## src/hdl/tcp_rx_settings.svh

```systemverilog
`ifndef TCP_RX_SETTINGS_SVH
`define TCP_RX_SETTINGS_SVH

// --------------------------------------------------
// Region layout
// --------------------------------------------------
`define TCP_N_REGIONS      4
`define TCP_REGION_BITS    2

// --------------------------------------------------
// Packet and beat widths
// --------------------------------------------------
`define TCP_LEN_BITS       16
`define TCP_DATA_BITS      64
// 8 bytes per beat
`define TCP_BEAT_BYTES_LOG 3

// --------------------------------------------------
// Queue depths and buffer threshold
// --------------------------------------------------
`define TCP_META_DEPTH     4
// Packets announced but not yet steered
`define TCP_SEQ_DEPTH      8
`define TCP_DATA_DEPTH     32
`define TCP_FILL_THRS      16

`endif
```

## src/hdl/tcp_rx_pkg.sv

```systemverilog
`include "tcp_rx_settings.svh"

package tcp_rx_pkg;

  // --------------------------------------------------
  // Metadata from the network stack
  // --------------------------------------------------

  // One word per packet, region id on top
  typedef struct packed {
    logic [`TCP_REGION_BITS-1:0] region;
    logic [`TCP_LEN_BITS-1:0]    len;
    logic [5:0]                  pid;
    logic [11:0]                 dest;
  } rx_meta_t;

  // Metadata as seen by a region, id stripped
  typedef struct packed {
    logic [`TCP_LEN_BITS-1:0] len;
    logic [5:0]               pid;
    logic [11:0]              dest;
  } region_meta_t;

  // --------------------------------------------------
  // Sequence queue and payload
  // --------------------------------------------------

  // Where the next payload goes and how long it is
  typedef struct packed {
    logic [`TCP_REGION_BITS-1:0] region;
    logic [`TCP_LEN_BITS-1:0]    len;
  } seq_entry_t;

  // One payload beat, byte keep per lane
  typedef struct packed {
    logic [`TCP_DATA_BITS-1:0]   data;
    logic [`TCP_DATA_BITS/8-1:0] keep;
    logic                        last;
  } beat_t;

endpackage

```

## src/hdl/rx_meta_router.sv

```systemverilog
`include "tcp_rx_settings.svh"

module rx_meta_router (
  input  logic                                             aclk,
  input  logic                                             aresetn,
  input  logic                                             meta_valid,
  output logic                                             meta_ready,
  input  tcp_rx_pkg::rx_meta_t                             meta,
  output logic [`TCP_N_REGIONS-1:0]                        rmeta_valid,
  input  logic [`TCP_N_REGIONS-1:0]                        rmeta_ready,
  output tcp_rx_pkg::region_meta_t [`TCP_N_REGIONS-1:0]    rmeta,
  output logic                                             seq_valid,
  input  logic                                             seq_ready,
  output tcp_rx_pkg::seq_entry_t                           seq_entry
);

  import tcp_rx_pkg::*;

  logic [`TCP_N_REGIONS-1:0] rq_valid;
  logic [`TCP_N_REGIONS-1:0] rq_ready;
  region_meta_t              rq_data;
  seq_entry_t                seq_data;
  logic                      seq_in_ready;
  logic                      accept;

  // --------------------------------------------------
  // Input qualification
  // --------------------------------------------------
  // Need room in the sequence queue and in the addressed region queue
  assign meta_ready = seq_in_ready & rq_ready[meta.region];
  assign accept     = meta_valid & meta_ready;

  // Strip region id for the region side
  always_comb begin
    rq_data.len  = meta.len;
    rq_data.pid  = meta.pid;
    rq_data.dest = meta.dest;
  end

  // Sequence entry carries only routing info for stage 2
  always_comb begin
    seq_data.region = meta.region;
    seq_data.len    = meta.len;
  end

  // --------------------------------------------------
  // Per-region metadata queues
  // --------------------------------------------------
  for (genvar i = 0; i < `TCP_N_REGIONS; i++) begin : g_region
    // Region decode, only the addressed queue gets a write
    assign rq_valid[i] = accept && (meta.region == `TCP_REGION_BITS'(i));

    stream_fifo #(
      .T     (region_meta_t),
      .DEPTH (`TCP_META_DEPTH)
    ) u_meta_fifo (
      .aclk      (aclk),
      .aresetn   (aresetn),
      .in_valid  (rq_valid[i]),
      .in_ready  (rq_ready[i]),
      .in_data   (rq_data),
      .out_valid (rmeta_valid[i]),
      .out_ready (rmeta_ready[i]),
      .out_data  (rmeta[i]),
      .fill      ()
    );
  end

  // --------------------------------------------------
  // Sequence queue, written together with region queue
  // --------------------------------------------------
  stream_fifo #(
    .T     (seq_entry_t),
    .DEPTH (`TCP_SEQ_DEPTH)
  ) u_seq_fifo (
    .aclk      (aclk),
    .aresetn   (aresetn),
    .in_valid  (accept),
    .in_ready  (seq_in_ready),
    .in_data   (seq_data),
    .out_valid (seq_valid),
    .out_ready (seq_ready),
    .out_data  (seq_entry),
    .fill      ()
  );

endmodule

```

## src/hdl/stream_fifo.sv

```systemverilog
module stream_fifo #(
  parameter type T     = logic [7:0],
  parameter int  DEPTH = 4
) (
  input  logic                   aclk,
  input  logic                   aresetn,
  input  logic                   in_valid,
  output logic                   in_ready,
  input  T                       in_data,
  output logic                   out_valid,
  input  logic                   out_ready,
  output T                       out_data,
  output logic [$clog2(DEPTH):0] fill
);

  localparam int addr_bits = (DEPTH > 1) ? $clog2(DEPTH) : 1;
  localparam int cnt_bits  = $clog2(DEPTH) + 1;

  // Storage, no reset needed on payload
  T                     mem [DEPTH];
  logic [addr_bits-1:0] wr_ptr;
  logic [addr_bits-1:0] rd_ptr;
  logic [cnt_bits-1:0]  count;
  logic [cnt_bits-1:0]  count_next;
  logic                 push;
  logic                 pop;

  // --------------------------------------------------
  // Handshakes
  // --------------------------------------------------
  assign push      = in_valid & in_ready;
  assign pop       = out_valid & out_ready;
  // Head entry sits in a register, visible one cycle after write
  assign out_valid = (count != '0);
  assign out_data  = mem[rd_ptr];
  assign fill      = count;

  // Occupancy after this cycle
  always_comb begin
    case ({push, pop})
      2'b10:   count_next = count + 1'b1;
      2'b01:   count_next = count - 1'b1;
      default: count_next = count;
    endcase
  end

  // --------------------------------------------------
  // Pointers, count and registered not-full
  // --------------------------------------------------
  always_ff @(posedge aclk) begin
    if (!aresetn) begin
      wr_ptr   <= '0;
      rd_ptr   <= '0;
      count    <= '0;
      // Held low through reset, rises on first cycle after
      in_ready <= 1'b0;
    end else begin
      if (push) begin
        wr_ptr <= (wr_ptr == addr_bits'(DEPTH - 1)) ? '0 : wr_ptr + 1'b1;
      end
      if (pop) begin
        rd_ptr <= (rd_ptr == addr_bits'(DEPTH - 1)) ? '0 : rd_ptr + 1'b1;
      end
      count    <= count_next;
      in_ready <= (count_next != cnt_bits'(DEPTH));
    end
  end

  // Write port
  always_ff @(posedge aclk) begin
    if (push) begin
      mem[wr_ptr] <= in_data;
    end
  end

endmodule

```

## config.mk

```make
export PLATFORM = sky130hd
export DESIGN_NAME = rx_meta_router
export DESIGN_NICKNAME = d
export VERILOG_FILES = /design/src/hdl/tcp_rx_pkg.sv /design/src/hdl/rx_meta_router.sv /design/src/hdl/stream_fifo.sv
export VERILOG_INCLUDE_DIRS = /design/src /design/src/hdl
export SDC_FILE = /design/constraint.sdc
export NUM_CORES = 1
export LEC_CHECK = 0
export ABC_CLOCK_PERIOD_IN_PS = 7800
export BUFFER_PORTS_ARGS = -buffer_cell sky130_fd_sc_hd__buf_2
export CORE_MARGIN = 1.5
export CORE_UTILIZATION = 43
export CTS_CLUSTER_SIZE = 12
export DETAILED_ROUTE_END_ITERATION = 8
export GPL_TIMING_DRIVEN = 0
export SYNTH_ARGS = -nofsm -noshare
export SYNTH_HDL_FRONTEND = slang
export SYNTH_SLANG_ARGS = --single-unit
```

## constraint.sdc

```tcl
create_clock -name aclk -period 7.8 [get_ports aclk]
set_input_delay 2.34 -clock aclk [delete_from_list [all_inputs] [get_ports aclk]]
set_output_delay 2.34 -clock aclk [all_outputs]
set_load 0.005 [all_outputs]
```

After elaboration in Yosys (flattened, before gate mapping) --
Memory sizes are Yosys's and may differ from the RTL's. A register that Yosys moved wholly into a read port is not among the register bits. Cells that the tools add are included. W data, S select, Z words.
Word-level totals: register bits 43, bits in writable memories 688, input port bits 44, output and inout port bits 160, word-level logic and storage cells 133, memories 5
Memories:
- u_seq_fifo.mem | depth 8, width 18, rd ports 1, clocked after memory_dff 1, wr ports 1, line stream_fifo.sv:20 | T mem [DEPTH];
- g_region[0].u_meta_fifo.mem | depth 4, width 34, rd ports 1, clocked after memory_dff 1, wr ports 1, line stream_fifo.sv:20
- g_region[1].u_meta_fifo.mem | depth 4, width 34, rd ports 1, clocked after memory_dff 1, wr ports 1, line stream_fifo.sv:20
- g_region[2].u_meta_fifo.mem | depth 4, width 34, rd ports 1, clocked after memory_dff 1, wr ports 1, line stream_fifo.sv:20
- g_region[3].u_meta_fifo.mem | depth 4, width 34, rd ports 1, clocked after memory_dff 1, wr ports 1, line stream_fifo.sv:20
Operators by class: $add $sub $neg 20, order comparisons 1, equality and inequality tests 28, mux-type cells 37, bitwise operators 12, reductions and logical operators 10
Operators by type and width (number):
- $mux W2 | 16
- $eq A2 B2 Y1 const B | 15
- $pmux W3 S2 | 4
- $add A3 B1 Y3 const B | 6
- $add A2 B1 Y2 const B | 8
- $and A1 B1 Y1 | 12
- $eq A2 B1 Y1 const B | 6
- $mux W3 | 4
- $ne A3 B3 Y1 const B | 4
- $reduce_bool A3 Y1 | 4
- $sub A3 B1 Y3 const B | 4
- $mux W1 | 11
- $pmux W4 S2 | 1
- $eq A3 B3 Y1 const B | 2
- $add A4 B1 Y4 const B | 1
- $logic_and A1 B1 Y1 | 4
- $ne A4 B4 Y1 const B | 1
- $reduce_bool A4 Y1 | 1
- $sub A4 B1 Y4 const B | 1
- $lt A2 B3 Y1 const B | 1
- $bmux W1 S2 | 1
- $logic_not A2 Y1 | 1

Logic depth before layout (Yosys ltp) --
depth in word-level cells 9, gate-level depth with buffers 12, mapped depth without buffers 10

Cells and area by module --
A second synthesis with hierarchy kept.
Unflattened totals: cells, all modules 1245, area total of the unflattened synthesis 28371.0 um2
By module, submodules not included:
- stream_fifo (g_region[0].u_meta_fifo ...) | instances 4, cells each 235, area each 5495.3 um2, sequential area each 4284.1 um2
- stream_fifo (u_seq_fifo) | instances 1, cells each 294, area each 6313.6 um2, sequential area each 4604.4 um2
- rx_meta_router | instances 1, cells each 11, area each 76.3 um2, sequential area each 0.0 um2

Worst setup path before layout --
OpenSTA, ideal clock, no wires.
path kind input to output, start in meta[34] in the netlist's numbering, end out meta_ready, arrival time 3.087 ns, data required time 5.460 ns, slack 2.373 ns, stages on the path 2, cells stage by stage mux4_2 and2_2
Between the ends: longest elaborated chain between the ends 3
Ends and longest elaborated chain:
- start, declared | line rx_meta_router.sv:8 | input tcp_rx_pkg::rx_meta_t meta,
- $bmux W1 S2 | line rx_meta_router.sv:30 | assign meta_ready = seq_in_ready & rq_ready[meta.region];
- $mux W1 (implied by the code) | line rx_meta_router.sv:30
- $and A1 B1 Y1 | line rx_meta_router.sv:30
- end, declared | line rx_meta_router.sv:7 | output logic meta_ready,
Every way passes these cells. The select of a mux whose other input is x is not followed.

Final worst setup path --
Same ends and word-level chain as after synthesis.

==> summary by stage <==
STA
The post-route minimum period is 5980 ps. The relative slew slack is 41.0%. The setup slack of the critical path after layout is 1820 ps. The max-slew violation count is 0.

Setup violations remaining at the end of the flow were counted as 0. Setup repair after global routing left no endpoint under its margin. The final number of hold-violating endpoints is 0. Based on the critical path, the design can be clocked at up to 167 MHz. Final hold analysis gives a worst-case slack of 488 ps. Between clock sinks in the finished design, the worst skew comes to 17.5 ps.

The transition time at the pin with the least slew margin is 879 ps. The share of the clock period used by the worst path after layout is 76.7%. The total negative slack for setup checks is 0 ps.

Worst setup path
The worst setup path is captured at a primary output. Data on the critical path is required at its endpoint by 5460 ps. The family with the most delay on the worst path is multiplexers.

On the critical path, the stage with the largest delay is an instance of mux4_2. The largest single stage delay on the critical path is 620 ps. The total buffers and inverters traversed by the critical path is 2. The most numerous cell type found on the critical path is buf_2. STA classifies the critical path startpoint as an input port. For the worst setup path, the data arrival time is 3640 ps.

By startpoint and endpoint, the worst setup path is classified as in -> out. Traced cell by cell, the critical path runs through buf_2, mux4_2, and2_2, buf_2. The largest fanout on the critical path is 13.

Layout
Once layout is complete, the cells apart from fillers number 2441. In the layout the commonest cells are 688 x edfxtp_1, 219 x buf_2, 173 x mux4_2, 80 x clkbuf_16, 54 x dfxtp_1. The most common cell after layout, fill and taps aside is edfxtp_1.

Relative to the synthesized area, the layout overhead comes to 17.4%. After the last flow step, the layout net total stands at 1628. The proportion of layout cells with a drive suffix above 1 is 35.5%. The count of fill cells added during filler insertion is 4957.

Synth
The largest total area in the synthesized netlist belongs to edfxtp_1. The number of synthesis warnings is 0. The number of nets handed over by synthesis was 1319. The proportion of register bits with asynchronous set or reset after synthesis is 0%. Of the post-synthesis cell area, the dominant cell type holds 74.4%. The post-synthesis area per instance is 22.4 um2. In the post-synthesis netlist, the biggest area contributors are edfxtp_1 74%, mux4_2 14%, dfxtp_1 3.9%, ha_1 1.4%, mux2_2 0.77%. The number of cells produced by synthesis is 1240. The primary flip-flop cell chosen by synthesis mapping is edfxtp_1. The number of enable-type register cells in the synthesized netlist is 688. The sequential area share after synthesis is 78.3%. The combined area of all synthesized cells is 27800 um2. The number of distinct library cells after synthesis is 44.

The register bit count reported by yosys is 742.

GRT
The number of global-route vias before repair came to 13500. The wire length of the first global-routing pass is 88.3 mm. The initial antenna violation count is 4. Entering global routing, the biggest net connects 25 pins. In the global route stage, overall resource usage came out at 18.3%.

The remaining global-route overflow is 0.

CTS
In this run, CTS created clock tree buffers numbering 76. The clock tree from TritonCTS is built. The root buffer cell is clkbuf_16. The level count of the clock H-tree is 3. The number of clock sinks is 742.

The later pin in the worst-skew pair is clocked with a latency of 620 ps. In this run the post-CTS setup repair buffer count came out at 0. The maximum clock path buffer count is 3. The hold buffer count at CTS is 0. After clock tree synthesis, the clock-pin slew on the worst setup and hold paths is 60 ps. After clock tree synthesis, the repair step resized 0 gates.

Drt
The average vias per placed instance is 5.32. After detailed routing, the average wire length per cell comes to 24.5 um. The first TritonRoute pass finished after 4 iterations. In this run, the number of DRC markers left after iteration 0 of detailed routing was 914.

The routed design has 59.7 mm of wire. In the routed design, unresolved DRC markers number 0. The count of nets left with antenna violations once routing finished came out at 0.

Detailed routing inserted a total of 13000 vias.

Run
The count of max-cap constraint violations is 0.

Floorplan
The die extent in y is 257 um. The die is 257 um wide. The I/O pin count is 204. The area of the die is 66100 um2. The total number of placement rows is 92.

The placeable core region is 63400 um2. The effective utilization at floorplan is 43.8%.

Hold path
The class of the most critical hold timing path is reg -> reg.

Place
The count of buffers added on input and output ports is 203. The routability-driven placement congestion ratio is 0.735. The total placed cells including tap cells is 2317. The HPWL after detailed placement is 38.5 mm. The post-place setup slack is 1810 ps.

Pwr
The peak supply drop is 130 uV. The standby leakage power is 10.6 nW. The areal power density over the cells is 265 nW/um2. The design draws 8.63 mW.

Status
The flow ran to the end, and the final reports show no timing, DRC or antenna violations.
==> final timing paths <==
| kind | cells after the start | start | to | slack [ps] |
|---|---|---|---|---|
| max | 4 | meta[34] | meta_ready | 1820 |
| min | 2 | g_region[1].u_meta_fifo.rd_ptr[1]$_SDFFE_PN0N_ | flop | 490 |
| max reg2reg | 12 | u_seq_fifo.fill[1]$_SDFF_PN0_ | u_seq_fifo.in_ready$_SDFF_PN0_ | 4920 |
| min reg2reg | 2 | g_region[1].u_meta_fifo.rd_ptr[1]$_SDFFE_PN0N_ | flop | 490 |
==> cell families after synthesis <==
| family | synth area share, % |
|---|---|
| adders and majority gates | 1.69 |
| AOI/OAI and AO/OA | 0.730 |
| xor gates and xnor gates | 0.473 |
| DFF | 78.3 |
| muxes | 15.2 |
| buffers and inverters | 1.25 |
| and+or+nand+nor | 2.36 |
==> cells in the mapped netlist (all sizes together), types with 2 or more instances <==
| cell | instances |
|---|---|
| nor4 | 2 |
| fa | 4 |
| or3 | 10 |
| xnor2 | 5 |
| nand2 | 29 |
| o21a | 4 |
| nor2 | 45 |
| nor3 | 3 |
| and2 | 19 |
| nand2b | 2 |
| a21oi | 19 |
| mux2i | 10 |
| buf | 25 |
| dfxtp | 54 |
| o21ai | 2 |
| xor2 | 10 |
| nand3 | 9 |
| edfxtp | 688 |
| mux4 | 173 |
| inv | 31 |
| clkbuf | 27 |
| mux2 | 19 |
| a31oi | 4 |
| ha | 31 |
==> sequential cells by signal, indices dropped and copies added (netlist names), named ones only <==
register and cells:
g_region.u_meta_fifo.fill 12, g_region.u_meta_fifo.in_ready 4, g_region.u_meta_fifo.mem 544, g_region.u_meta_fifo.rd_ptr 8
g_region.u_meta_fifo.wr_ptr 8, u_seq_fifo.fill 4, u_seq_fifo.in_ready 1, u_seq_fifo.mem 144
u_seq_fifo.rd_ptr 3, u_seq_fifo.wr_ptr 3
==> routing by layer <==
layer	wire length, um	global-route usage [%]	vias up
li1	-	-	5687
met1	26400	25.5	6923
met2	29700	30.1	310
met3	2650	3.02	61
met4	915	4.97	4
met5	24	0	-
==> per-stage QoR <==
step | util [%] | instance area [um2]
final | 51.4 | 32600
after floorplan | - | 27800
after detailed placement | 47.8 | 30300
after global routing | 51.4 | 32600
after CTS | 51.4 | 32600
after global placement | 47.0 | 29800
==> where the power goes <==
part | internal [mW] | leakage, nW | switching (mW)
sequential | 4.39 | 6.63 | 0.0249
combinational | 0.409 | 2.82 | 0.452
clock | 1.92 | 1.10 | 1.43
total | 6.72 | 10.6 | 1.90
==> worst register-to-register path, stage by stage (launching register included) <==
cell      delay [ps]
dfxtp_1          290
clkbuf_1         180
or4_1            600
nand2_1          180
inv_1             80
ha_1             170
clkbuf_1         170
xor2_1           190
ha_1             190
a21oi_1          150
mux2i_1          270
xnor2_1          170
a31oi_1          100
==> area by class of cell <==
| class | instances | area (um2) | share of cell area, % |
|---|---|---|---|
| diodes | 1 | 2.50 | 0.00768 |
| plain buffers | 52 | 230 | 0.706 |
| clock buffers | 105 | 2120 | 6.49 |
| clock inverters | 18 | 136 | 0.419 |
| inverters | 31 | 116 | 0.357 |
| multi-input cells | 415 | 5720 | 17.6 |
| flip-flops and latches | 742 | 21700 | 66.7 |
| well taps | 846 | 1060 | 3.25 |
| repair buffers | 231 | 1470 | 4.50 |
(Power assumes the default switching activity.)
